**src/hw/dtw_accel_pkg.sv**
```systemverilog
// Shared types and constants; reference memory is cut to 1024 samples and only channel 0 loads
`default_nettype none

package dtw_accel_pkg;

    // Bus widths
    localparam int AXI_ADDR_W = 16;
    localparam int AXI_DATA_W = 32;
    localparam int REG_IDX_LSB = 2;
    localparam int REG_IDX_W = 4;

    // Reference memory and source stream
    localparam int REF_SAMPLE_W = 16;
    localparam int REF_PTR_W = 10;
    localparam int REF_DEPTH = 1 << REF_PTR_W;
    localparam int SRC_FIFO_DEPTH = 4;
    localparam int SRC_FIFO_PTR_W = $clog2(SRC_FIFO_DEPTH);
    localparam int AXIS_DEST_W = 4;
    localparam logic [AXIS_DEST_W-1:0] REF_STREAM_DEST = '0;

    // Major 1, minor 0, revision 0
    localparam logic [AXI_DATA_W-1:0] DTW_VERSION = 32'h1000_0000;
    localparam logic [AXI_DATA_W-1:0] DTW_KEY = 32'h0ca7_cafe;

    localparam logic [1:0] AXI_RESP_OKAY = 2'b00;
    localparam logic [1:0] AXI_RESP_SLVERR = 2'b10;

    // Register word indices taken from byte address bits 5:2
    typedef enum logic [REG_IDX_W-1:0] {
        REG_CONTROL  = 4'd0,
        REG_STATUS   = 4'd1,
        REG_REF_LEN  = 4'd2,
        REG_VERSION  = 4'd3,
        REG_KEY      = 4'd4,
        REG_REF_ADDR = 4'd5,
        REG_REF_DOUT = 4'd7
    } reg_addr_e;

    typedef enum logic [1:0] {
        LDR_IDLE,
        LDR_LOAD,
        LDR_DONE
    } loader_state_e;

    typedef struct packed {
        logic                  wr;
        logic                  rd;
        logic [REG_IDX_W-1:0]  idx;
        logic [AXI_DATA_W-1:0] wdata;
    } reg_req_t;

    typedef struct packed {
        logic                  ack;
        logic                  err;
        logic [AXI_DATA_W-1:0] rdata;
    } reg_rsp_t;

    typedef struct packed {
        logic                   tvalid;
        logic [AXIS_DEST_W-1:0] tdest;
        logic [AXI_DATA_W-1:0]  tdata;
    } src_beat_t;

    // Control bit 1 is run and bit 0 is core reset
    typedef struct packed {
        logic run;
        logic core_rst;
    } ctrl_t;

    typedef struct packed {
        logic fifo_full;
        logic fifo_empty;
        logic loader_busy;
        logic load_done;
    } status_t;

endpackage

`default_nettype wire

```
**src/hw/dtw_reg_file.sv**
```systemverilog
// Register map; answers every request one cycle later and unknown indices give an error and read 0
`default_nettype none
`timescale 1ns/1ns

module dtw_reg_file
    import dtw_accel_pkg::*;
(
    input  wire                     i_S_AXI_clk,
    input  wire                     i_w_axi_rst,

    input  wire reg_req_t           i_reg_req,
    output reg_rsp_t                o_reg_rsp,

    output ctrl_t                   o_ctrl,
    output logic [REF_PTR_W:0]      o_ref_len,

    output logic [REF_PTR_W-1:0]    o_dbg_ref_addr,
    input  wire  [REF_SAMPLE_W-1:0] i_dbg_ref_dout,

    input  wire loader_state_e      i_loader_state,
    input  wire                     i_fifo_empty,
    input  wire                     i_fifo_full
);

    ctrl_t                 r_ctrl;
    logic [REF_PTR_W:0]    r_ref_len;
    logic [REF_PTR_W-1:0]  r_dbg_addr;
    reg_rsp_t              r_rsp;
    status_t               w_status;
    logic                  w_idx_known;
    logic [AXI_DATA_W-1:0] w_rd_data;

    assign w_status.load_done   = (i_loader_state == LDR_DONE);
    assign w_status.loader_busy = (i_loader_state == LDR_LOAD);
    assign w_status.fifo_empty  = i_fifo_empty;
    assign w_status.fifo_full   = i_fifo_full;

    assign o_ctrl         = r_ctrl;
    assign o_ref_len      = r_ref_len;
    assign o_dbg_ref_addr = r_dbg_addr;
    assign o_reg_rsp      = r_rsp;

    // Read mux with narrower fields zero-extended
    always_comb begin
        w_idx_known = 1'b1;
        w_rd_data   = '0;
        case (i_reg_req.idx)
            REG_CONTROL:  w_rd_data = AXI_DATA_W'(r_ctrl);
            REG_STATUS:   w_rd_data = AXI_DATA_W'(w_status);
            REG_REF_LEN:  w_rd_data = AXI_DATA_W'(r_ref_len);
            REG_VERSION:  w_rd_data = DTW_VERSION;
            REG_KEY:      w_rd_data = DTW_KEY;
            REG_REF_ADDR: w_rd_data = AXI_DATA_W'(r_dbg_addr);
            REG_REF_DOUT: w_rd_data = AXI_DATA_W'(i_dbg_ref_dout);
            default:      w_idx_known = 1'b0;
        endcase
    end

    always_ff @(posedge i_S_AXI_clk) begin
        if (i_reg_req.rd) begin
            r_rsp.rdata <= w_rd_data;
        end

        if (i_w_axi_rst) begin
            r_ctrl     <= '0;
            r_ref_len  <= '0;
            r_dbg_addr <= '0;
            r_rsp.ack  <= 1'b0;
            r_rsp.err  <= 1'b0;
        end else begin
            r_rsp.ack <= i_reg_req.wr || i_reg_req.rd;
            r_rsp.err <= (i_reg_req.wr || i_reg_req.rd) && !w_idx_known;

            // Read-only words accept the write and keep their value
            if (i_reg_req.wr) begin
                case (i_reg_req.idx)
                    REG_CONTROL:  r_ctrl     <= i_reg_req.wdata[$bits(ctrl_t)-1:0];
                    REG_REF_LEN:  r_ref_len  <= i_reg_req.wdata[REF_PTR_W:0];
                    REG_REF_ADDR: r_dbg_addr <= i_reg_req.wdata[REF_PTR_W-1:0];
                    default: begin
                    end
                endcase
            end
        end
    end

endmodule

`default_nettype wire

```
**config.mk**
```make
export PLATFORM = sky130hd
export DESIGN_NAME = dtw_reg_file
export DESIGN_NICKNAME = d
export VERILOG_FILES = /design/src/hw/dtw_accel_pkg.sv /design/src/hw/dtw_reg_file.sv
export SDC_FILE = /design/constraint.sdc
export NUM_CORES = 1
export LEC_CHECK = 0
export ABC_AREA = 1
export BUFFER_PORTS_ARGS = -buffer_cell sky130_fd_sc_hd__buf_2
export CAP_MARGIN = 20
export CORE_ASPECT_RATIO = 0.75
export CORE_MARGIN = 10
export CORE_UTILIZATION = 48
export CTS_CLUSTER_SIZE = 25
export DETAILED_ROUTE_END_ITERATION = 8
export PLACE_DENSITY = 0.86
export SLEW_MARGIN = 5
export SYNTH_ARGS = -nofsm -noshare
export SYNTH_HDL_FRONTEND = slang
export SYNTH_SLANG_ARGS = --single-unit
```
**constraint.sdc**
```tcl
create_clock -name i_S_AXI_clk -period 1.4 [get_ports i_S_AXI_clk]
set_input_delay 0.07 -clock i_S_AXI_clk [delete_from_list [all_inputs] [get_ports i_S_AXI_clk]]
set_output_delay 0.07 -clock i_S_AXI_clk [all_outputs]
set_load 0.02 [all_outputs]
```
Word level (Yosys, flattened, before mapping)
Index checks and enable logic that the tools add are counted.
{"block": "word_totals", "input_bits": 60, "mem_bits_rw": 0, "wordCells": 25, "reg_bits": 57, "memories": 0, "latchBits": 0, "output_inout_bits": 57, "mem_bits_ro": 0}
{"block": "op_classes", "bitwise": 0, "shifts": 0, "div": 0, "n_eq_ne": 8, "addsub": 0, "n_reduce_logical": 8, "mux": 2, "order_cmp": 0, "multipliers": 0}
{"cell": "case mux 29 bit (7 select lines)", "count": 1}
{"cell": "== test 4 x 3 -> 1 bit (second input constant)", "count": 3}
{"cell": "== test 4 x 2 -> 1 bit (second input constant)", "count": 2}
{"cell": "OR reduction 7 bit", "count": 1}
{"cell": "AND reduction 2 bit", "count": 3}
{"cell": "== test 4 x 1 -> 1 bit (second input constant)", "count": 1}
{"cell": "zero test 4 bit", "count": 1}
{"cell": "== test 2 x 1 -> 1 bit (second input constant)", "count": 1}
{"cell": "== test 2 bit (second input constant)", "count": 1}
{"cell": "logical AND 1 bit", "count": 1}
{"cell": "zero test 1 bit", "count": 1}
{"cell": "logical OR 1 bit", "count": 1}
{"cell": "2-to-1 mux 1 bit", "count": 1}

Longest topological paths before layout
Gate-level depths: netlist (run 1).
{"block": "depth", "depth_word": 5, "mapped_depth": 7, "depth_no_buf": 7}

Least setup slack after synthesis (run 1)
OpenSTA, ideal clock, no wires.
{"block": "synth_path", "path_kind": "register -> register", "from": "register r_ctrl (netlist bit o_ctrl[1])", "to": "register r_rsp (netlist bit o_reg_rsp[1]), data pin", "path_stages_with_launch": 5, "setup_ns": 0.254, "t_arrival_ns": 0.639, "required_time_ns": 1.146, "synth_period_minus_slack_ns": 0.894, "n_path_buf": 0, "setup_slack_ns": 0.506, "path_cell_list": "dfxtp_1 > nand3_1 > nand2_1 > nor2_1 > nand2_1"}
{"block": "synth_via", "elab_chain_len": 1}
{"element": "start, declared", "line_no": "dtw_reg_file.sv:25", "source": "ctrl_t r_ctrl;"}
{"element": "start signal, assigned", "line_no": "dtw_reg_file.sv:77", "source": "REG_CONTROL: r_ctrl <= i_reg_req.wdata[$bits(ctrl_t)-1:0];"}
{"element": "case mux 29 bit (7 select lines)", "line_no": "dtw_reg_file.sv:47", "source": "case (i_reg_req.idx)"}
{"element": "named net w_rd_data[1]", "line_no": "dtw_reg_file.sv:31", "source": "logic [AXI_DATA_W-1:0] w_rd_data;"}
{"element": "end, declared", "line_no": "dtw_reg_file.sv:28", "source": "reg_rsp_t r_rsp;"}
The timed path passes the listed nets, and every way through them passes these cells.
A chain may end at the register's enable or synchronous reset.

==> parameters.txt, run 1 <==
Parameter                              Value

Power
  Power density over the cells ... 1063 nW/um^2
  Peak supply drop ... 0.4554 mV
  Leakage power ... 1.445 nW

Floorplanning
  Initial standard-cell utilization of the core ... 0.5081
  Core area ... between 4000 and 5000 um^2
  Die height ... 77.43 um
  Horizontal die dimension ... 96.57 um
  Die area ... 7477 um^2
  Row count ... 20
  Top Ports ... 117

Place
  Detail Placement HPWL ... ~4500 um
  PortBufs ... 87
  Dpl ws ... about 170 ps
  Placed cell count ... 409
  Area of placed instances ... approximately 2500 um^2
  Global placer's final weighted congestion ... approximately 0.89

Synth
  Number of flip-flops and latches in the synthesized netlist ... 43
  Synthesized instance count ... between 200 and 300
  Register area share after synthesis ... 0.4932
  Synth top area cells ... edfxtp_1 26%, dfxtp_1 24%, nand2_1 16%
  Area share of the largest cell type after synthesis ... 0.2561
  Average size of a mapped cell ... 7.538 um^2
  Yosys warnings ... 0
  Post-synth top area cell ... edfxtp_1
  Unique masters post-synth ... 22
  Post-Syn Area ... 2111 um^2

Critical path
  Length in cells of the worst reg-to-reg path ... 4
  Critical Setup Path Class ... input port to flop
  Kind of end point of the critical path ... flop
  Critical path buffers and inverters ... 4
  Cell depth of the worst setup path ... 6
  Worst Path Max Fanout ... 22
  Slowest-stage cell, CP ... dlygate4sd3_1
  Longest individual stage delay on the worst path ... 530 ps
  Capture point of the worst reg-to-reg path ... o_reg_rsp[1]
  Startpoint type of the worst setup path ... input port
  Sequence of cells on the critical path ... dlygate4sd3_1 -> buf_2 -> inv_1 -> buf_4 -> o21ai_0 -> a21oi_1
  End point of the critical path ... o_reg_rsp[32]
  Crit path max-delay family ... buffers and inverters
  Critical path arrival ... 1320 ps
  Flop-to-flop setup slack ... 500 ps
  Required time reported for the critical path endpoint ... 1630 ps
  Crit. Startpoint ... i_w_axi_rst
  FF-to-FF Start ... o_ref_len[1]

Min path
  Path class of the lowest-slack min-delay path ... input port to flop
  Number of cells traversed by the worst hold path ... 3

GRT
  Wire length of the first global-routing pass ... 8307 um
  Number of antenna violations at the first check in global routing ... 0
  Pin count of the biggest net entering global routing ... 23
  Congestion Overflow GR ... 0
  Overall routing resource usage ... 0.1417
  Vias in the first global route ... 1719

CTS
  Worst skew pair latency ... 300 ps
  Total clock buffers created by CTS ... 5
  Deepest clock path buffer count ... 2
  TritonCTS clock tree ... yes
  H-tree depth ... 2
  Clock transition at path regs ... 80 ps
  Post-CTS sizing ... 0
  Root buffer selected by CTS ... clkbuf_8
  Num Clock Sinks ... 43

Finish
  Number of filler instances in the final layout ... between 300 and 400
  Antenna fix cells ... 0
  Fin nets ... 422
  Most common cell after layout, fill and taps aside ... nand2_1
  Top library cells by usage in the layout, fill and taps aside ... 88 x nand2_1, 87 x buf_2, 51 x nor2_1, 33 x inv_1, 25 x dfxtp_1
  Final standard cell area without fillers ... 2638 um^2
  Utilization after layout ... 0.6349
  Post-Layout Cell Count ... 418
  Share of post-route cells with drive strength above 1 ... 0.3030
  Syn-to-layout area delta ... 24.96%

Drt
  First DRT Iteration DRCs ... 92
  Number of remaining DRC errors ... 0
  Total detailed-routing wirelength ... 5649 um
  Routed wirelength normalized by instance count ... 13.51 um
  Per-cell via count in the routed design ... 4.562
  Via Count ... roughly 1900
  Remaining antenna violation count ... 0
  First-pass detailed-route iteration total ... 5

Status
  Run status ... completed

STA
  Hold violation total from the final report ... 0
  Post-route setup TNS ... 0 ps
  Worst setup slack after layout ... 308.2 ps
  Number of max-slew violations in the final report ... 0
  Setup Viol. Count Final ... 0
  RSZ-0062 raised after global routing ... false
  Headroom to the max-slew limit ... 0.6366
  Fmax ... roughly 900 MHz
  Final Skew ... 3.669 ps
  Share of the cycle needed by the critical path after routing ... 0.7799
  Minimum clock period ... 1092 ps
  Transition time of the tightest slew-check pin ... 544.5 ps

Flow run
  Maxcap violations ... 0
## worst reg2reg max path, stage by stage, from the launching register on
cell	delay, ps
dfxtp_1	340
nand3_1	90
nand2_1	60
nor2_1	120
nand2_1	70
## Yosys cell counts
cell type	n
conb_1	1
nor2_2	2
buf_6	2
o21ai_1	1
edfxtp_1	18
nand3_4	1
inv_1	33
nand4_1	8
nor2_4	3
buf_4	15
nand3_1	11
dfxtp_1	25
o211ai_1	2
nand2_1	88
a21oi_1	3
or2_2	1
nand3_2	1
nor2_1	51
inv_2	4
nor3_1	1
o21ai_0	3
buf_2	6
## worst min-delay path by stage
stage	start	end
6_report	i_reg_req[3]	o_ref_len[3]
5_1_grt	i_reg_req[7]	o_ref_len[7]
4_1_cts	i_reg_req[3]	o_ref_len[3]
3_5_place_dp	i_w_axi_rst	o_ctrl[0]
3_3_place_gp	i_w_axi_rst	o_ctrl[1]
2_1_floorplan	i_w_axi_rst	o_ctrl[0]
## area by class of cell
cell class                 instances  area, um^2  area share
clock buffer                       7       98.84     0.03748
clock inverter                     1       30.03     0.01139
inverter                          37       138.9     0.05266
multi-input combinational        184       792.0      0.3003
sequential                        43        1041      0.3947
tap                               55       68.82     0.02609
timing repair buffer              91       467.9      0.1774
## layer usage
layer	part of all wire	routed length, um	GRT usage
met4	0.023	131	0.06232
met1	0.39	2225	0.1651
met5	0	0	0
met2	0.45	2558	0.2153
met3	0.13	733	0.06827
## logic make-up (layout without fill, tap and decap cells)
logic type,count (synthesis),in the layout,synth area share
AND/OR/NAND/NOR,167,167,0.3373
other,1,8,0.001777
AO/OA/AOI/OAI,9,9,0.02370
flip-flops,43,43,0.4932
buffers and inverters,60,136,0.1440
## state kept, by name, summed over array words and instances (netlist names)
register and cells:
o_dbg_ref_addr 10, o_reg_rsp 20, o_ctrl 2, o_ref_len 11
## timing repair
action                    4_1_cts  5_1_grt
hold buffers                    1        0
setup buffers                   0        0
hold endpoints to repair        2        0
## stage by stage
stage,power [mW],hold slack [ps]
after floorplan,1.638,139.1
after global placement,1.761,260.0
after detailed placement,1.769,261.9
after CTS,2.832,8.121
after global routing,2.925,7.568
final,2.803,14.98
## power breakdown
part	internal (mW)	switching [mW]
clock network	0.648	0.414
logic	0.118	0.248
registers	1.36	0.0200
total	2.12	0.682
No activity file was read; power rests on OpenSTA's default activity.
==> run 2: changes to the inputs <==
--- a/config.mk
+++ b/config.mk
@@ -10,10 +10,10 @@
 export CAP_MARGIN = 20
 export CORE_ASPECT_RATIO = 0.75
 export CORE_MARGIN = 10
-export CORE_UTILIZATION = 48
+export CORE_UTILIZATION = 44
 export CTS_CLUSTER_SIZE = 25
 export DETAILED_ROUTE_END_ITERATION = 8
-export PLACE_DENSITY = 0.86
+export PLACE_DENSITY = 0.79
 export SLEW_MARGIN = 5
 export SYNTH_ARGS = -nofsm -noshare
 export SYNTH_HDL_FRONTEND = slang
==> constraint.sdc (replaced) <==
create_clock -name i_S_AXI_clk -period 1.1 [get_ports i_S_AXI_clk]
set_input_delay 0.055 -clock i_S_AXI_clk [delete_from_list [all_inputs] [get_ports i_S_AXI_clk]]
set_output_delay 0.055 -clock i_S_AXI_clk [all_outputs]
set_load 0.02 [all_outputs]
==> parameters.txt, run 2 (synthesized netlist as in run 1, its figures left out) <==
Parameter                              Value

Critical path
  Flop-to-flop setup slack ... about 200 ps
  Critical path arrival ... around 1200 ps
  Length in cells of the worst reg-to-reg path ... 2
  Kind of end point of the critical path ... flop
  Capture point of the worst reg-to-reg path ... o_reg_rsp[2]
  Worst Path Max Fanout ... 21
  Required time reported for the critical path endpoint ... 1330 ps
  FF-to-FF Start ... o_dbg_ref_addr[2]
  Startpoint type of the worst setup path ... input port
  Critical Setup Path Class ... input port to flop

STA
  Worst hold slack after final layout ... 2.608 ps
  Hold violation total from the final report ... 0
  Fmax ... between 1000 and 1500 MHz
  Share of the cycle needed by the critical path after routing ... 0.9072
  RSZ-0062 raised after global routing ... false
  Worst setup slack after layout ... between 100 and 150 ps
  Final Skew ... 9.514 ps
  Minimum clock period ... 997.9 ps
  Post-route setup TNS ... 0 ps
  Number of max-slew violations in the final report ... 0
  Setup Viol. Count Final ... 0

GRT
  Congestion Overflow GR ... 0
  Overall routing resource usage ... 0.1478
  Vias in the first global route ... 1953
  Pin count of the biggest net entering global routing ... 23
  Number of antenna violations at the first check in global routing ... 0
  Wire length of the first global-routing pass ... 9549 um

Power
  Pint ... 2.550 mW
  Switching power summed over all nets ... between 0.8 and 0.9 mW
  Power density over the cells ... approximately 1200 nW/um^2
  Peak supply drop ... 0.6771 mV
  Logic gate share of total power ... 0.147
  Fraction of power consumed by the clock network ... 0.343
  Sequential power share ... 0.510
  Share of total power consumed by net switching ... 0.2572
  Leakage power ... 1.498 nW
  Total power after layout ... 3.434 mW

Min path
  End point of the most critical hold path ... o_ref_len[7]
  Number of cells traversed by the worst hold path ... 3
  Path class of the lowest-slack min-delay path ... input port to flop
  Hold wc startpoint ... i_reg_req[7]

Drt
  First-pass detailed-route iteration total ... 5
  Number of remaining DRC errors ... 0
  Via Count ... 1958
  First DRT Iteration DRCs ... 83
  Remaining antenna violation count ... 0
  Routed wirelength normalized by instance count ... 13.83 um
  Per-cell via count in the routed design ... 4.543
  Total detailed-routing wirelength ... between 5000 and 6000 um

Status
  Run status ... completed

Finish
  Area used by multi-input combinational logic ... 792.0 um^2
  Flip-flop count of the largest register after layout ... 20
  Number of filler instances in the final layout ... ~430
  Syn-to-layout area delta ... 30.59%
  Antenna fix cells ... 0
  Top library cells by usage in the layout, fill and taps aside ... 88 x nand2_1, 87 x buf_2, 51 x nor2_1, 33 x inv_1, 25 x dfxtp_1
  Fin nets ... 433
  Share of post-route cells with drive strength above 1 ... 0.3102
  Sequential cell area ... 1041 um^2
  Most common cell after layout, fill and taps aside ... nand2_1
  Utilization after layout ... 0.6064

CTS
  Total clock buffers created by CTS ... 5
  Number of buffers inserted by post-CTS setup repair ... 0
  Num Clock Sinks ... 43
  H-tree depth ... 2
  Deepest clock path buffer count ... 2
  Worst skew pair latency ... 300 ps
  Root buffer selected by CTS ... clkbuf_8
  TritonCTS clock tree ... yes
  Clock transition at path regs ... 90 ps

Floorplanning
  Horizontal die dimension ... ~100 um
  Top Ports ... between 100 and 150
  Initial standard-cell utilization of the core ... 0.4644
  Die height ... around 80 um
  Die area ... 7996 um^2
  Row count ... 21
  Core area ... 4546 um^2

Place
  Dpl ws ... -5.371 ps
  Detail Placement HPWL ... 4780 um
  Global placer's final weighted congestion ... approximately 0.86
  PortBufs ... 87

Flow run
  Maxcap violations ... 0
-- run 2: cell count changes in the layout (fill, tap and decap cells not counted), sizes merged --
cell	delta
buf	+6
bufinv	-1
clkinv	+1
dlygate4sd3	+5
-- run 2: per-stage QoR --
step / std cells / instance area [um^2]
3_5_place_dp: 417 / 2584
6_report: 431 / 2756
5_1_grt: 431 / 2756
3_3_place_gp: 417 / 2584
2_1_floorplan: 287 / 2137
4_1_cts: 431 / 2756
-- run 2: power groups by stage --
stage	logic, mW	clock network, mW	registers [mW]
CTS	0.507	1.21	1.75
detailed placement	0.489	0	1.79
floorplan	0.214	0	1.87
global route	0.556	1.27	1.76
finish	0.503	1.18	1.75
global placement	0.481	0	1.79
-- run 2: worst max-delay path, cell delays in order --
cell	delay, ps
dlygate4sd3_1	550
buf_2	140
inv_1	60
buf_4	240
nand2_1	80
nor2_1	100
-- run 2: final cells by class --
type / count / share of cell area
Clock inverter: 1 / 0.001816
Clock buffer: 7 / 0.03904
Sequential cell: 43 / 0.3777
Tap cell: 57 / 0.02587
Multi-Input combinational cell: 184 / 0.2873
Inverter: 37 / 0.05039
Timing Repair Buffer: 102 / 0.2179
-- run 2: per-layer routing --
metal	track usage	part of all wire
met3	0.04931	0.085
met5	0	0
met2	0.2419	0.48
met4	0.03803	0.0057
met1	0.1827	0.43
-- run 2: repair_timing --
action | 4_1_cts | 5_1_grt
hold buffers | 6 | 0
endpoints found under the hold margin | 8 | 0
setup endpoints to repair | 0 | 0
resized for setup | 0 | 0
-- run 2: how the worst max path moves through the flow --
stage | endpoint | slack (ps) | from
floorplan | o_reg_rsp[1] | 210 | o_ctrl[1]
finish | o_ref_len[10] | 100 | i_w_axi_rst
detailed placement | o_reg_rsp[6] | -5 | i_reg_req[35]
CTS | o_reg_rsp[18] | 100 | o_reg_rsp[27]
global route | o_dbg_ref_addr[9] | 20 | i_w_axi_rst
global placement | o_ref_len[8] | 60 | i_reg_req[35]
