[config.mk]
export PLATFORM = sky130hd
export DESIGN_NAME = axi_lite_reg_slave
export DESIGN_NICKNAME = d
export VERILOG_FILES = /design/src/hw/dtw_accel_pkg.sv /design/src/hw/axi_lite_reg_slave.sv
export SDC_FILE = /design/constraint.sdc
export NUM_CORES = 1
export LEC_CHECK = 0
export ABC_AREA = 1
export BUFFER_PORTS_ARGS = -buffer_cell sky130_fd_sc_hd__buf_2
export CORE_MARGIN = 2
export CORE_UTILIZATION = 30
export CTS_CLUSTER_DIAMETER = 60
export DETAILED_ROUTE_END_ITERATION = 10
export PLACE_DENSITY = 0.66
export SYNTH_ARGS = -nofsm -noshare
export SYNTH_HDL_FRONTEND = slang
export SYNTH_SLANG_ARGS = --single-unit
[constraint.sdc]
create_clock -name i_S_AXI_clk -period 1.9 [get_ports i_S_AXI_clk]
set_input_delay 0.57 -clock i_S_AXI_clk [delete_from_list [all_inputs] [get_ports i_S_AXI_clk]]
set_output_delay 0.57 -clock i_S_AXI_clk [all_outputs]
set_load 0.02 [all_outputs]
[src/hw/dtw_accel_pkg.sv]
// Shared types and constants; reference memory is cut to 1024 samples and only channel 0 loads
`default_nettype none

package dtw_accel_pkg;

    // Bus widths
    localparam int AXI_ADDR_W = 16;
    localparam int AXI_DATA_W = 32;
    localparam int REG_IDX_LSB = 2;
    localparam int REG_IDX_W = 4;

    // Reference memory and source stream
    localparam int REF_SAMPLE_W = 16;
    localparam int REF_PTR_W = 10;
    localparam int REF_DEPTH = 1 << REF_PTR_W;
    localparam int SRC_FIFO_DEPTH = 4;
    localparam int SRC_FIFO_PTR_W = $clog2(SRC_FIFO_DEPTH);
    localparam int AXIS_DEST_W = 4;
    localparam logic [AXIS_DEST_W-1:0] REF_STREAM_DEST = '0;

    // Major 1, minor 0, revision 0
    localparam logic [AXI_DATA_W-1:0] DTW_VERSION = 32'h1000_0000;
    localparam logic [AXI_DATA_W-1:0] DTW_KEY = 32'h0ca7_cafe;

    localparam logic [1:0] AXI_RESP_OKAY = 2'b00;
    localparam logic [1:0] AXI_RESP_SLVERR = 2'b10;

    // Register word indices taken from byte address bits 5:2
    typedef enum logic [REG_IDX_W-1:0] {
        REG_CONTROL  = 4'd0,
        REG_STATUS   = 4'd1,
        REG_REF_LEN  = 4'd2,
        REG_VERSION  = 4'd3,
        REG_KEY      = 4'd4,
        REG_REF_ADDR = 4'd5,
        REG_REF_DOUT = 4'd7
    } reg_addr_e;

    typedef enum logic [1:0] {
        LDR_IDLE,
        LDR_LOAD,
        LDR_DONE
    } loader_state_e;

    typedef struct packed {
        logic                  wr;
        logic                  rd;
        logic [REG_IDX_W-1:0]  idx;
        logic [AXI_DATA_W-1:0] wdata;
    } reg_req_t;

    typedef struct packed {
        logic                  ack;
        logic                  err;
        logic [AXI_DATA_W-1:0] rdata;
    } reg_rsp_t;

    typedef struct packed {
        logic                   tvalid;
        logic [AXIS_DEST_W-1:0] tdest;
        logic [AXI_DATA_W-1:0]  tdata;
    } src_beat_t;

    // Control bit 1 is run and bit 0 is core reset
    typedef struct packed {
        logic run;
        logic core_rst;
    } ctrl_t;

    typedef struct packed {
        logic fifo_full;
        logic fifo_empty;
        logic loader_busy;
        logic load_done;
    } status_t;

endpackage

`default_nettype wire

[src/hw/axi_lite_reg_slave.sv]
// AXI4-Lite slave with one outstanding write and one outstanding read; no burst or wstrb support
`default_nettype none
`timescale 1ns/1ns

module axi_lite_reg_slave
    import dtw_accel_pkg::*;
(
    input  wire                   i_S_AXI_clk,
    input  wire                   i_w_axi_rst,

    input  wire                   i_awvalid,
    input  wire  [AXI_ADDR_W-1:0] i_awaddr,
    output logic                  o_awready,
    input  wire                   i_wvalid,
    input  wire  [AXI_DATA_W-1:0] i_wdata,
    output logic                  o_wready,

    output logic                  o_bvalid,
    input  wire                   i_bready,
    output logic [1:0]            o_bresp,

    input  wire                   i_arvalid,
    input  wire  [AXI_ADDR_W-1:0] i_araddr,
    output logic                  o_arready,

    output logic                  o_rvalid,
    input  wire                   i_rready,
    output logic [1:0]            o_rresp,
    output logic [AXI_DATA_W-1:0] o_rdata,

    output reg_req_t              o_reg_req,
    input  wire reg_rsp_t         i_reg_rsp
);

    logic                  w_wr_hs;
    logic                  w_rd_hs;
    logic                  r_wr_pend;
    logic                  r_rd_pend;
    logic                  r_wr_ack_due;
    logic                  r_rd_ack_due;
    logic                  r_bvalid;
    logic                  r_rvalid;
    logic [1:0]            r_bresp;
    logic [1:0]            r_rresp;
    logic [AXI_DATA_W-1:0] r_rdata;
    reg_req_t              r_req;

    // AW and W are taken together
    assign w_wr_hs = i_awvalid && i_wvalid && !r_wr_pend;
    // A write wins when both arrive in the same cycle, since the register file takes one request
    assign w_rd_hs = i_arvalid && !r_rd_pend && !w_wr_hs;

    assign o_awready = w_wr_hs;
    assign o_wready  = w_wr_hs;
    assign o_arready = w_rd_hs;

    assign o_bvalid  = r_bvalid;
    assign o_bresp   = r_bresp;
    assign o_rvalid  = r_rvalid;
    assign o_rresp   = r_rresp;
    assign o_rdata   = r_rdata;
    assign o_reg_req = r_req;

    always_ff @(posedge i_S_AXI_clk) begin
        r_req.idx   <= w_wr_hs ? i_awaddr[REG_IDX_LSB +: REG_IDX_W]
                               : i_araddr[REG_IDX_LSB +: REG_IDX_W];
        r_req.wdata <= i_wdata;

        if (i_w_axi_rst) begin
            r_req.wr     <= 1'b0;
            r_req.rd     <= 1'b0;
            r_wr_pend    <= 1'b0;
            r_rd_pend    <= 1'b0;
            r_wr_ack_due <= 1'b0;
            r_rd_ack_due <= 1'b0;
            r_bvalid     <= 1'b0;
            r_rvalid     <= 1'b0;
        end else begin
            r_req.wr <= w_wr_hs;
            r_req.rd <= w_rd_hs;

            // Ack comes exactly one cycle after the strobe
            r_wr_ack_due <= r_req.wr;
            r_rd_ack_due <= r_req.rd;

            if (w_wr_hs) begin
                r_wr_pend <= 1'b1;
            end else if (r_bvalid && i_bready) begin
                r_wr_pend <= 1'b0;
            end

            if (w_rd_hs) begin
                r_rd_pend <= 1'b1;
            end else if (r_rvalid && i_rready) begin
                r_rd_pend <= 1'b0;
            end

            if (i_reg_rsp.ack && r_wr_ack_due) begin
                r_bvalid <= 1'b1;
            end else if (i_bready) begin
                r_bvalid <= 1'b0;
            end

            if (i_reg_rsp.ack && r_rd_ack_due) begin
                r_rvalid <= 1'b1;
            end else if (i_rready) begin
                r_rvalid <= 1'b0;
            end
        end
    end

    // Response payload
    always_ff @(posedge i_S_AXI_clk) begin
        if (i_reg_rsp.ack && r_wr_ack_due) begin
            r_bresp <= i_reg_rsp.err ? AXI_RESP_SLVERR : AXI_RESP_OKAY;
        end
        if (i_reg_rsp.ack && r_rd_ack_due) begin
            r_rresp <= i_reg_rsp.err ? AXI_RESP_SLVERR : AXI_RESP_OKAY;
            r_rdata <= i_reg_rsp.rdata;
        end
    end

endmodule

`default_nettype wire

# Yosys cells after proc, flatten, opt, wreduce, memory -nomap -nowiden
# Cells that the tools add are included.
# op_classes
muxes,10
reduce_logical,15
# op_table
cell,n
$logic_and 1x1->1,8
$mux 1,8
$reduce_bool 2->1,4
$mux 4,1
$logic_not 1->1,3
$mux 2,1
# word_totals
regBits,80
out_inout_bits,79
word_cells,38

# Logic depth before layout (Yosys ltp)
# Gate-level depths: netlist of the first run.
# depth
depth_word,5
depth_mapped,4

# Worst setup path before layout of the first run
# OpenSTA, ideal clock, no wires.
# synth_timing
path_type,input port to output port
startpoint,input i_awvalid
endpoint,output o_wready
arrival_time_ns,1.110
required_ns,1.330
path_slack_ns,0.220
path_stages,3
n_path_buf,1
path_cell_list,nand2_1 > nor2_2 > buf_4
# synth_between
elab_chain_len,2
# synth_lines
item,line_no,text
start: declaration,axi_lite_reg_slave.sv:11,"input wire i_awvalid,"
$logic_and 1x1->1 (2 in series),axi_lite_reg_slave.sv:49,assign w_wr_hs = i_awvalid && i_wvalid && !r_wr_pend;
end: declaration,axi_lite_reg_slave.sv:16,"output logic o_wready,"
# Every way passes these cells.

# Worst setup path after layout of the first run
# layout_timing
startpoint,register r_wr_pend
endpoint,output o_arready
# layout_between
elab_chain_len,4
# layout_lines
item,line_no,text
start: declaration,axi_lite_reg_slave.sv:37,logic r_wr_pend;
start signal: assignment,axi_lite_reg_slave.sv:72,r_wr_pend <= 1'b0;
start signal: assignment,axi_lite_reg_slave.sv:87,r_wr_pend <= 1'b1;
start signal: assignment,axi_lite_reg_slave.sv:89,r_wr_pend <= 1'b0;
$logic_not 1->1,axi_lite_reg_slave.sv:49,
$logic_and 1x1->1,axi_lite_reg_slave.sv:49,
$logic_not 1->1,axi_lite_reg_slave.sv:51,assign w_rd_hs = i_arvalid && !r_rd_pend && !w_wr_hs;
$logic_and 1x1->1,axi_lite_reg_slave.sv:51,
end: declaration,axi_lite_reg_slave.sv:24,"output logic o_arready,"
# Every way passes these cells.

==> results.sh, run 1 <==
export IMPL_cts_tree="built"
export IMPL_regArea_um2=1900
export IMPL_die_area_um2=7710
export IMPL_path_class="register to output pin"
export IMPL_cts_inserted_buffers=9
export IMPL_timing_rr_start="r_rd_ack_due$_SDFF_PP0_"
export IMPL_ctsHoldBuffers=0
export IMPL_grt_overflow_total=0
export IMPL_ys_types=11
export IMPL_ff2ff_path_depth=3
export IMPL_rows=30
export IMPL_antenna_cells=0
export IMPL_dr_first_iter_drc_count=15
export IMPL_path_depth=5
export IMPL_cp_start_kind="register"
export IMPL_synthTopCellsByArea="edfxtp_1, dfxtp_1, nand2_1"
export IMPL_grt_max_degree=34
export IMPL_cp_startpoint="r_wr_pend$_SDFFE_PP0P_"
export IMPL_wl_um=4530
export IMPL_cpMostUsedCell="inv_1"
export IMPL_die_x_um=87.8
export IMPL_synth_main_ff_cell="dfxtp_1"
export IMPL_critPathRequiredTime_ns=1.33
export IMPL_cts_max_path_buffers=2
export IMPL_synth_top_family_by_area="simple AND/OR/NAND/NOR gates"
export IMPL_gp_congestion=0.668
export IMPL_rsz0062_at_grt="false"
export IMPL_firstDrtPassIters=3
export IMPL_fin_area_um2=3210
export IMPL_grt_pass1_wl_um=6360
export IMPL_synth_simple_gate_area_share_pct=5.88
export IMPL_critPathSlowestCell="dfxtp_1"
export IMPL_cts_root_buf="clkbuf_8"
export IMPL_synth_xor_area_share_pct=0
export IMPL_critPathTopFamily="flip-flops"
export IMPL_yosys_area_share_adder_pct=0
export IMPL_worstPathMaxFanout=3
export IMPL_hold_class="primary input to register"
export IMPL_synth_commonest_cells="dfxtp_1, edfxtp_1, nand2_1"
export IMPL_fmax_mhz=611
export IMPL_fin_crit_sh_pct=86.2
export IMPL_irDropWorstVdd_mv=0.437
export IMPL_skew_ns=0.00840
export IMPL_yosysWarnings=0
export IMPL_drc=0
export IMPL_p_leak_nw=1.56
export IMPL_synthCells=126
export IMPL_fill_cells=634
export IMPL_hold_viol_final=0
export IMPL_setup_ws_ns=0.263
export IMPL_area_delta_synth_final_pct=52.4
export IMPL_cts_sinks=78
export IMPL_io_pins=184
export IMPL_synth_compound_area_share_pct=0.712
export IMPL_yosysTopAreaCellShare_pct=48.4
export IMPL_min_period_ns=1.64
export IMPL_place_area_um2=3030
export IMPL_ctsResizeCount=0
export IMPL_drv_cap=0
export IMPL_grt_pass1_vias=1382
export IMPL_endpoint_kind="output pin"
export IMPL_finalSetupViolations=0
export IMPL_hp_start="i_wdata[5]"
export IMPL_numPortBuffers=157
export IMPL_wl_per_cell_um=11.4
export IMPL_slew_violations=0
export IMPL_syn_area_um2=2110
export IMPL_die_y_um=87.8
export IMPL_dp_hpwl_um=3560
export IMPL_critPathMaxStageDelay_ns=0.38
export IMPL_outcome="finished, final reports clean"
export IMPL_crit_arrival_ns=1.07
export IMPL_h_tree_depth=3
export IMPL_pre_cts_ws_ns=0.283
export IMPL_synth_edff_count=34
export IMPL_antenna_found_initial=1
export IMPL_synth_seq_area_share_pct=90.2
export IMPL_endpoint="o_arready"
export IMPL_coreArea_um2=6790
export IMPL_critPathBufInv=3
export IMPL_p_per_area_nw_per_um2=1000
export IMPL_insertion_delay_ns=0.33
export IMPL_reg2reg_slack_ns=0.91
export IMPL_synth_mux_area_share_pct=0
export IMPL_grt_usage_pct=11.3
export IMPL_synth_top_area_cell="edfxtp_1"
export IMPL_synthArstFlopShare_pct=0
export IMPL_clk_pin_slew_ns=0.08
export IMPL_start_util_pct=31.0
export IMPL_regToRegEndpoint="o_rdata[5]$_DFFE_PP_"
export IMPL_yosysMostFrequentCell="dfxtp_1"
export IMPL_vias=1505
export IMPL_cts_setup_buffers=0
export IMPL_postRouteAntennaNets=0
export IMPL_via_per_inst=3.80
export IMPL_crit_chain="inv_1 -> nand3_2 -> nand2_1 -> inv_1 -> buf_2"
export IMPL_ys_seq_elements=78
export IMPL_multi_input_area_um2=146
export IMPL_final_setup_tns_ns=0
export IMPL_finalNetCount=400
export IMPL_avgSynthCellArea_um2=16.7
export IMPL_drive_above_1_share_pct=59.0
per-layer routing:
metal / GRT usage, % / vias up / routed length, um
li1: - / 743 / -
met1: 11.2 / 668 / 1580
met2: 19.2 / 88 / 2390
met3: 6.03 / 4 / 511
met4: 5.45 / 2 / 40
met5: 0 / - / 11
cells in the final DEF (no fill, tap or decap), types with 3 or more instances in the layout:
cell type and n:
buf_2 157, nand2_1 22, inv_1 11, clkbuf_8 9, a21oi_1 3, nor2_1 4, edfxtp_1 34, clkinv_2 3
dfxtp_1 44
cell type report:
class,count,share of cell area [%]
tap,96,3.74
sequential,78,59.2
timing repair buffer,160,25.5
multi-input combinational,35,4.56
clock buffer,11,4.75
inverter,11,1.29
clock inverter,5,0.935
power breakdown:
group          internal [W]  switching (W)  leakage (nW)
Sequential          0.00181      0.0000154         0.677
Combinational      0.000112       0.000152         0.784
Clock              0.000553       0.000571        0.0989
Total               0.00248       0.000738          1.56
flip-flops by register name, summed over array words and instances, names as in the netlist:
signal        cells
o_rresp           1
r_rd_pend         1
r_rd_ack_due      1
o_bresp           1
o_rdata          32
o_bvalid          1
o_reg_req        38
o_rvalid          1
r_wr_ack_due      1
r_wr_pend         1
logic make-up (layout without fill, tap and decap cells):
| logic type | count (synthesis) | after routing |
|---|---|---|
| DFF | 78 | 78 |
| and+or+nand+nor | 30 | 30 |
| buffers and inverters | 14 | 187 |
| AOI/OAI and AO/OA | 3 | 3 |
| other | 1 | 2 |
through the flow:
step / hold WS, ns / total power [W] / utilization, % / std cells
after CTS: 0.307 / 0.00327 / 47.3 / 396
after floorplan: 0.438 / 0.00199 / - / 127
after global placement: 0.412 / 0.00213 / 44.6 / 380
final: 0.330 / 0.00321 / 47.3 / 396
after detailed placement: 0.416 / 0.00214 / 44.6 / 380
after global routing: 0.303 / 0.00337 / 47.3 / 396
worst min path at each step:
stage	to	depth (start not counted)
4_1_cts	o_reg_req[4]$_DFF_P_	1
2_1_floorplan	o_bvalid$_SDFFE_PP0P_	2
3_3_place_gp	r_rd_ack_due$_SDFF_PP0_	2
3_5_place_dp	r_wr_ack_due$_SDFF_PP0_	2
5_1_grt	o_reg_req[14]$_DFF_P_	1
6_report	o_reg_req[5]$_DFF_P_	1
worst register-to-register path, stage by stage (launching register included):
cell and delay, ns:
dfxtp_1 0.31, nand2_1 0.06, inv_1 0.09, buf_12 0.21
Note: power is estimated with default switching activity, not from simulation.
==> run 2, diff against run 1 <==
Settings changed: CORE_MARGIN 2 to 5, MAX_ROUTING_LAYER set to met4.
==> run 2 against run 1 <==
  * Utilization is 0.11 points lower
  * Final area increased by 0.31%
  * Fmax down 2.1%
  * Worst setup slack worse by 0.035 ns
  * First-iteration DRC count increased by 67%
  * Via count rose by 2.0%
  * Worst hold slack worse by 0.0016 ns
  * Combinational power about the same
  * Non-clock buffer count unchanged
  * Highest routed layer is now met4
==> results.sh, run 2 (synthesis gave the netlist of run 1 again) <==
export IMPL_grt_pass1_wl_um=7500
export IMPL_min_period_ns=1.67
export IMPL_cts_root_buf="clkbuf_8"
export IMPL_finalSetupViolations=0
export IMPL_hold_viol_final=0
export IMPL_clk_pin_slew_ns=0.09
export IMPL_grt_usage_pct=11.7
export IMPL_finalNetCount=400
export IMPL_critPathTopFamily="flip-flops"
export IMPL_die_x_um=93.8
export IMPL_p_per_area_nw_per_um2=1010
export IMPL_largest_reg_flops=38
export IMPL_drive_above_1_share_pct=59.0
export IMPL_busiest_layer="met2"
export IMPL_critPathRequiredTime_ns=1.33
export IMPL_final_cells=397
export IMPL_crit_arrival_ns=1.10
export IMPL_insertion_delay_ns=0.33
export IMPL_area_delta_synth_final_pct=52.9
export IMPL_rsz0062_at_grt="false"
export IMPL_grt_use_met2_pct=18.3
export IMPL_hold_class="primary input to register"
export IMPL_postRouteAntennaNets=0
export IMPL_drc=0
export IMPL_crit_chain="inv_1 -> nand3_2 -> nand2_1 -> inv_1 -> buf_2"
export IMPL_fmax_mhz=598
export IMPL_cp_start_kind="register"
export IMPL_antenna_found_initial=1
export IMPL_start_util_pct=30.9
export IMPL_via_per_inst=3.87
export IMPL_gp_congestion=0.680
export IMPL_critPathMaxStageDelay_ns=0.38
export IMPL_p_leak_nw=1.56
export IMPL_p_int_w=0.00249
export IMPL_wl_um=5120
export IMPL_grt_overflow_total=0
export IMPL_cts_inserted_buffers=9
export IMPL_numPortBuffers=157
export IMPL_cts_setup_buffers=0
export IMPL_die_area_um2=8800
export IMPL_ctsResizeCount=0
export IMPL_drv_cap=0
export IMPL_dp_hpwl_um=4050
export IMPL_io_pins=184
export IMPL_outcome="finished, final reports clean"
export IMPL_cts_sinks=78
export IMPL_cts_tree="built"
export IMPL_worstPathMaxFanout=3
export IMPL_p_seq_share_pct=56.0
export IMPL_grtUsageMet3_pct=4.25
export IMPL_h_tree_depth=3
export IMPL_die_y_um=93.8
export IMPL_path_class="register to output pin"
export IMPL_setup_ws_ns=0.228
export IMPL_reg2reg_slack_ns=0.91
export IMPL_vias=1535
export IMPL_grtUsageMet1_pct=12.5
export IMPL_final_common_cell="buf_2"
export IMPL_irDropWorstVdd_mv=0.454
export IMPL_endpoint_kind="output pin"
export IMPL_placedCellCount=380
export IMPL_swShare_pct=23.8
export IMPL_critPathBufInv=3
export IMPL_dr_first_iter_drc_count=25
export IMPL_clkPwrFrac_pct=35.9
export IMPL_grt_max_degree=34
export IMPL_rows=30
export IMPL_grt_pass1_vias=1568
export IMPL_cpMostUsedCell="inv_1"
export IMPL_coreArea_um2=6830
export IMPL_slew_violations=0
export IMPL_ctsHoldBuffers=0
export IMPL_skew_ns=0.00696
export IMPL_final_setup_tns_ns=0
export IMPL_critPathSlowestCell="dfxtp_1"
export IMPL_final_cell_mix="buf_2, dfxtp_1, edfxtp_1"
export IMPL_p_sw_w=0.000776
export IMPL_p_comb_share_pct=8.1
export IMPL_firstDrtPassIters=4
export IMPL_cts_max_path_buffers=2
export IMPL_pre_cts_ws_ns=0.285
export IMPL_wl_per_cell_um=12.9
export IMPL_fin_crit_sh_pct=88.0
## run 2: cell types whose count changed in the layout (fill, tap and decap cells not counted), sizes merged
cell,delta
diode,+1
inv,+2
clkinvlp,+1
clkinv,-3
## run 2: per-stage QoR
step	instance area, um2	power, W	hold slack [ns]	utilization, %
floorplan	2110	0.00199	0.438	-
global placement	3030	0.00213	0.410	44.4
detailed placement	3030	0.00214	0.412	44.4
CTS	3220	0.00333	0.302	47.1
global route	3220	0.00343	0.297	47.2
finish	3220	0.00327	0.328	47.2
## run 2: layout make-up
type	instances	area (um2)
inverter	11	41.3
sequential	78	1900
fill	660	3610
timing repair buffer	160	821
tap	96	120
antenna	1	2.50
multi-input combinational	35	146
clock inverter	5	37.5
clock buffer	11	153
## run 2: routing by layer
layer  vias up  share of wire, %
met5         -                 0
met4         0               3.0
met3        13                11
met2       100                49
met1       675                37
li1        747                 -
## run 2: power groups by stage
| stage | combinational [W] | clock, W | sequential, W |
|---|---|---|---|
| floorplan | 0.0000426 | 0 | 0.00194 |
| global route | 0.000289 | 0.00131 | 0.00184 |
| global placement | 0.000264 | 0 | 0.00186 |
| detailed placement | 0.000270 | 0 | 0.00187 |
| finish | 0.000266 | 0.00117 | 0.00183 |
| CTS | 0.000271 | 0.00123 | 0.00183 |
## run 2: worst register-to-register path, cell delays in order (launching register included)
cell and delay (ns):
dfxtp_1 0.31, nand2_1 0.06, inv_1 0.09, buf_12 0.21
## run 2: path summary, 6_finish.rpt
check,startpoint,to,depth (start not counted)
max,r_wr_pend$_SDFFE_PP0P_,o_arready,5
min,i_wdata[24],o_reg_req[24]$_DFF_P_,1
max reg2reg,r_rd_ack_due$_SDFF_PP0_,o_rdata[20]$_DFFE_PP_,3
min reg2reg,o_reg_req[37]$_SDFF_PP0_,r_wr_ack_due$_SDFF_PP0_,2
==> run 3, diff against run 2 <==
Settings changed: CORE_UTILIZATION 30 to 37, PLACE_DENSITY 0.66 to 0.79.
==> run 3 against run 2 <==
  * Final cell count down 6.3%
  * Clock-buffer cell count is 1 lower
  * Largest cell class unchanged
  * Sequential power about the same
  * Final area is 1.4% lower
  * Clock power decreased by 6%
  * Utilization up 11 points
  * Non-clock buffer count is 1 lower
  * Die area down 17%
  * Register-to-register slack is essentially flat
  * Power fell by 2.2%
  * Routed wire length down 0.82%
  * Clock skew is essentially flat
==> results.sh, run 3 (synthesis gave the netlist of run 1 again) <==
export IMPL_fmax_mhz=592
export IMPL_critPathRequiredTime_ns=1.33
export IMPL_grt_overflow_total=0
export IMPL_p_sw_w=0.000724
export IMPL_worstPathMaxFanout=6
export IMPL_setup_ws_ns=0.212
export IMPL_die_x_um=85.5
export IMPL_cts_inserted_buffers=9
export IMPL_p_int_w=0.00247
export IMPL_clkPwrFrac_pct=34.4
export IMPL_pre_cts_ws_ns=0.213
export IMPL_ff2ff_path_depth=3
export IMPL_antenna_found_initial=2
export IMPL_clk_pin_slew_ns=0.08
export IMPL_start_util_pct=38.3
export IMPL_cts_setup_buffers=0
export IMPL_fin_crit_sh_pct=88.8
export IMPL_finalSetupViolations=0
export IMPL_numPortBuffers=157
export IMPL_io_pins=184
export IMPL_cts_max_path_buffers=2
export IMPL_grt_pass1_vias=1587
export IMPL_p_comb_share_pct=8.3
export IMPL_dp_hpwl_um=4110
export IMPL_finalNetCount=399
export IMPL_drc=0
export IMPL_rows=27
export IMPL_drv_cap=0
export IMPL_p_seq_share_pct=57.3
export IMPL_dr_first_iter_drc_count=38
export IMPL_rsz0062_at_grt="false"
export IMPL_final_setup_tns_ns=0
export IMPL_min_period_ns=1.69
export IMPL_h_tree_depth=3
export IMPL_ctsHoldBuffers=0
export IMPL_final_cell_mix="buf_2, dfxtp_1, edfxtp_1"
export IMPL_insertion_delay_ns=0.33
export IMPL_wl_per_cell_um=13.6
export IMPL_vias=1541
export IMPL_cts_sinks=78
export IMPL_die_y_um=85.5
export IMPL_fill_cells=466
export IMPL_timing_rr_start="r_rd_ack_due$_SDFF_PP0_"
export IMPL_irDropWorstVdd_mv=0.625
export IMPL_area_delta_synth_final_pct=50.8
export IMPL_skew_ns=0.00688
export IMPL_postRouteAntennaNets=0
export IMPL_final_common_cell="buf_2"
export IMPL_cp_start_kind="primary input"
export IMPL_grt_max_degree=34
export IMPL_regToRegEndpoint="o_rdata[9]$_DFFE_PP_"
export IMPL_via_per_inst=4.14
export IMPL_endpoint_kind="output pin"
export IMPL_coreArea_um2=5510
export IMPL_gp_congestion=0.743
export IMPL_firstDrtPassIters=4
export IMPL_path_class="primary input to output pin"
export IMPL_crit_arrival_ns=1.12
export IMPL_hold_end="o_reg_req[19]$_DFF_P_"
export IMPL_p_leak_nw=1.55
export IMPL_cts_tree="built"
export IMPL_cts_root_buf="clkbuf_8"
export IMPL_grt_pass1_wl_um=7480
export IMPL_p_per_area_nw_per_um2=1000
export IMPL_outcome="finished, final reports clean"
export IMPL_slew_violations=0
export IMPL_wl_um=5070
export IMPL_fin_util_pct=57.7
export IMPL_ctsResizeCount=0
export IMPL_hold_path_depth=1
export IMPL_reg2reg_slack_ns=0.92
export IMPL_hp_start="i_wdata[19]"
export IMPL_swShare_pct=22.7
export IMPL_hold_class="primary input to register"
export IMPL_largest_reg_flops=38
export IMPL_die_area_um2=7310
export IMPL_hold_viol_final=0
export IMPL_grt_usage_pct=14.2
export IMPL_drive_above_1_share_pct=59.1
## run 3: routing by layer
| layer | routed length [um] | GRT usage [%] |
|---|---|---|
| met1 | 1720 | 13.9 |
| met2 | 2530 | 23.4 |
| met3 | 675 | 5.53 |
| met4 | 146 | 8.63 |
| met5 | 0 | - |
## run 3: how the worst max path moves through the flow
stage / start / endpoint
2_1_floorplan: i_awvalid / o_wready
3_3_place_gp: i_awvalid / o_awready
3_5_place_dp: i_awvalid / o_awready
4_1_cts: i_awvalid / o_awready
5_1_grt: i_wvalid / o_wready
6_report: i_awvalid / o_wready
## run 3: cell type report
class                           instances  area, um2  area share, %
Antenna cell                            2       5.00          0.157
Inverter                               11       41.3           1.30
Tap cell                               72       90.1           2.83
Clock inverter                          5       32.5           1.02
Sequential cell                        78       1900           59.8
Timing Repair Buffer                  159        813           25.6
Multi-Input combinational cell         35        146           4.60
Clock buffer                           10        149           4.68
## run 3: power by group through the flow
stage | combinational [W] | clock (W) | sequential (W)
2_1_floorplan | 0.0000426 | 0 | 0.00194
3_3_place_gp | 0.000261 | 0 | 0.00186
3_5_place_dp | 0.000268 | 0 | 0.00187
4_1_cts | 0.000269 | 0.00115 | 0.00183
5_1_grt | 0.000287 | 0.00123 | 0.00184
6_report | 0.000264 | 0.00110 | 0.00183
## run 3: stage by stage
stage	total power, W	instance area, um2	std cells	hold WS, ns
6_report	0.00319	3180	372	0.330
5_1_grt	0.00335	3180	372	0.300
4_1_cts	0.00325	3170	370	0.308
3_5_place_dp	0.00214	2990	355	0.409
3_3_place_gp	0.00213	2990	355	0.409
2_1_floorplan	0.00199	2110	127	0.438
## run 3: critical path, stage by stage
cell and delay (ns):
buf_2 0.09, nand2_1 0.06, nor2_2 0.19, buf_2 0.21
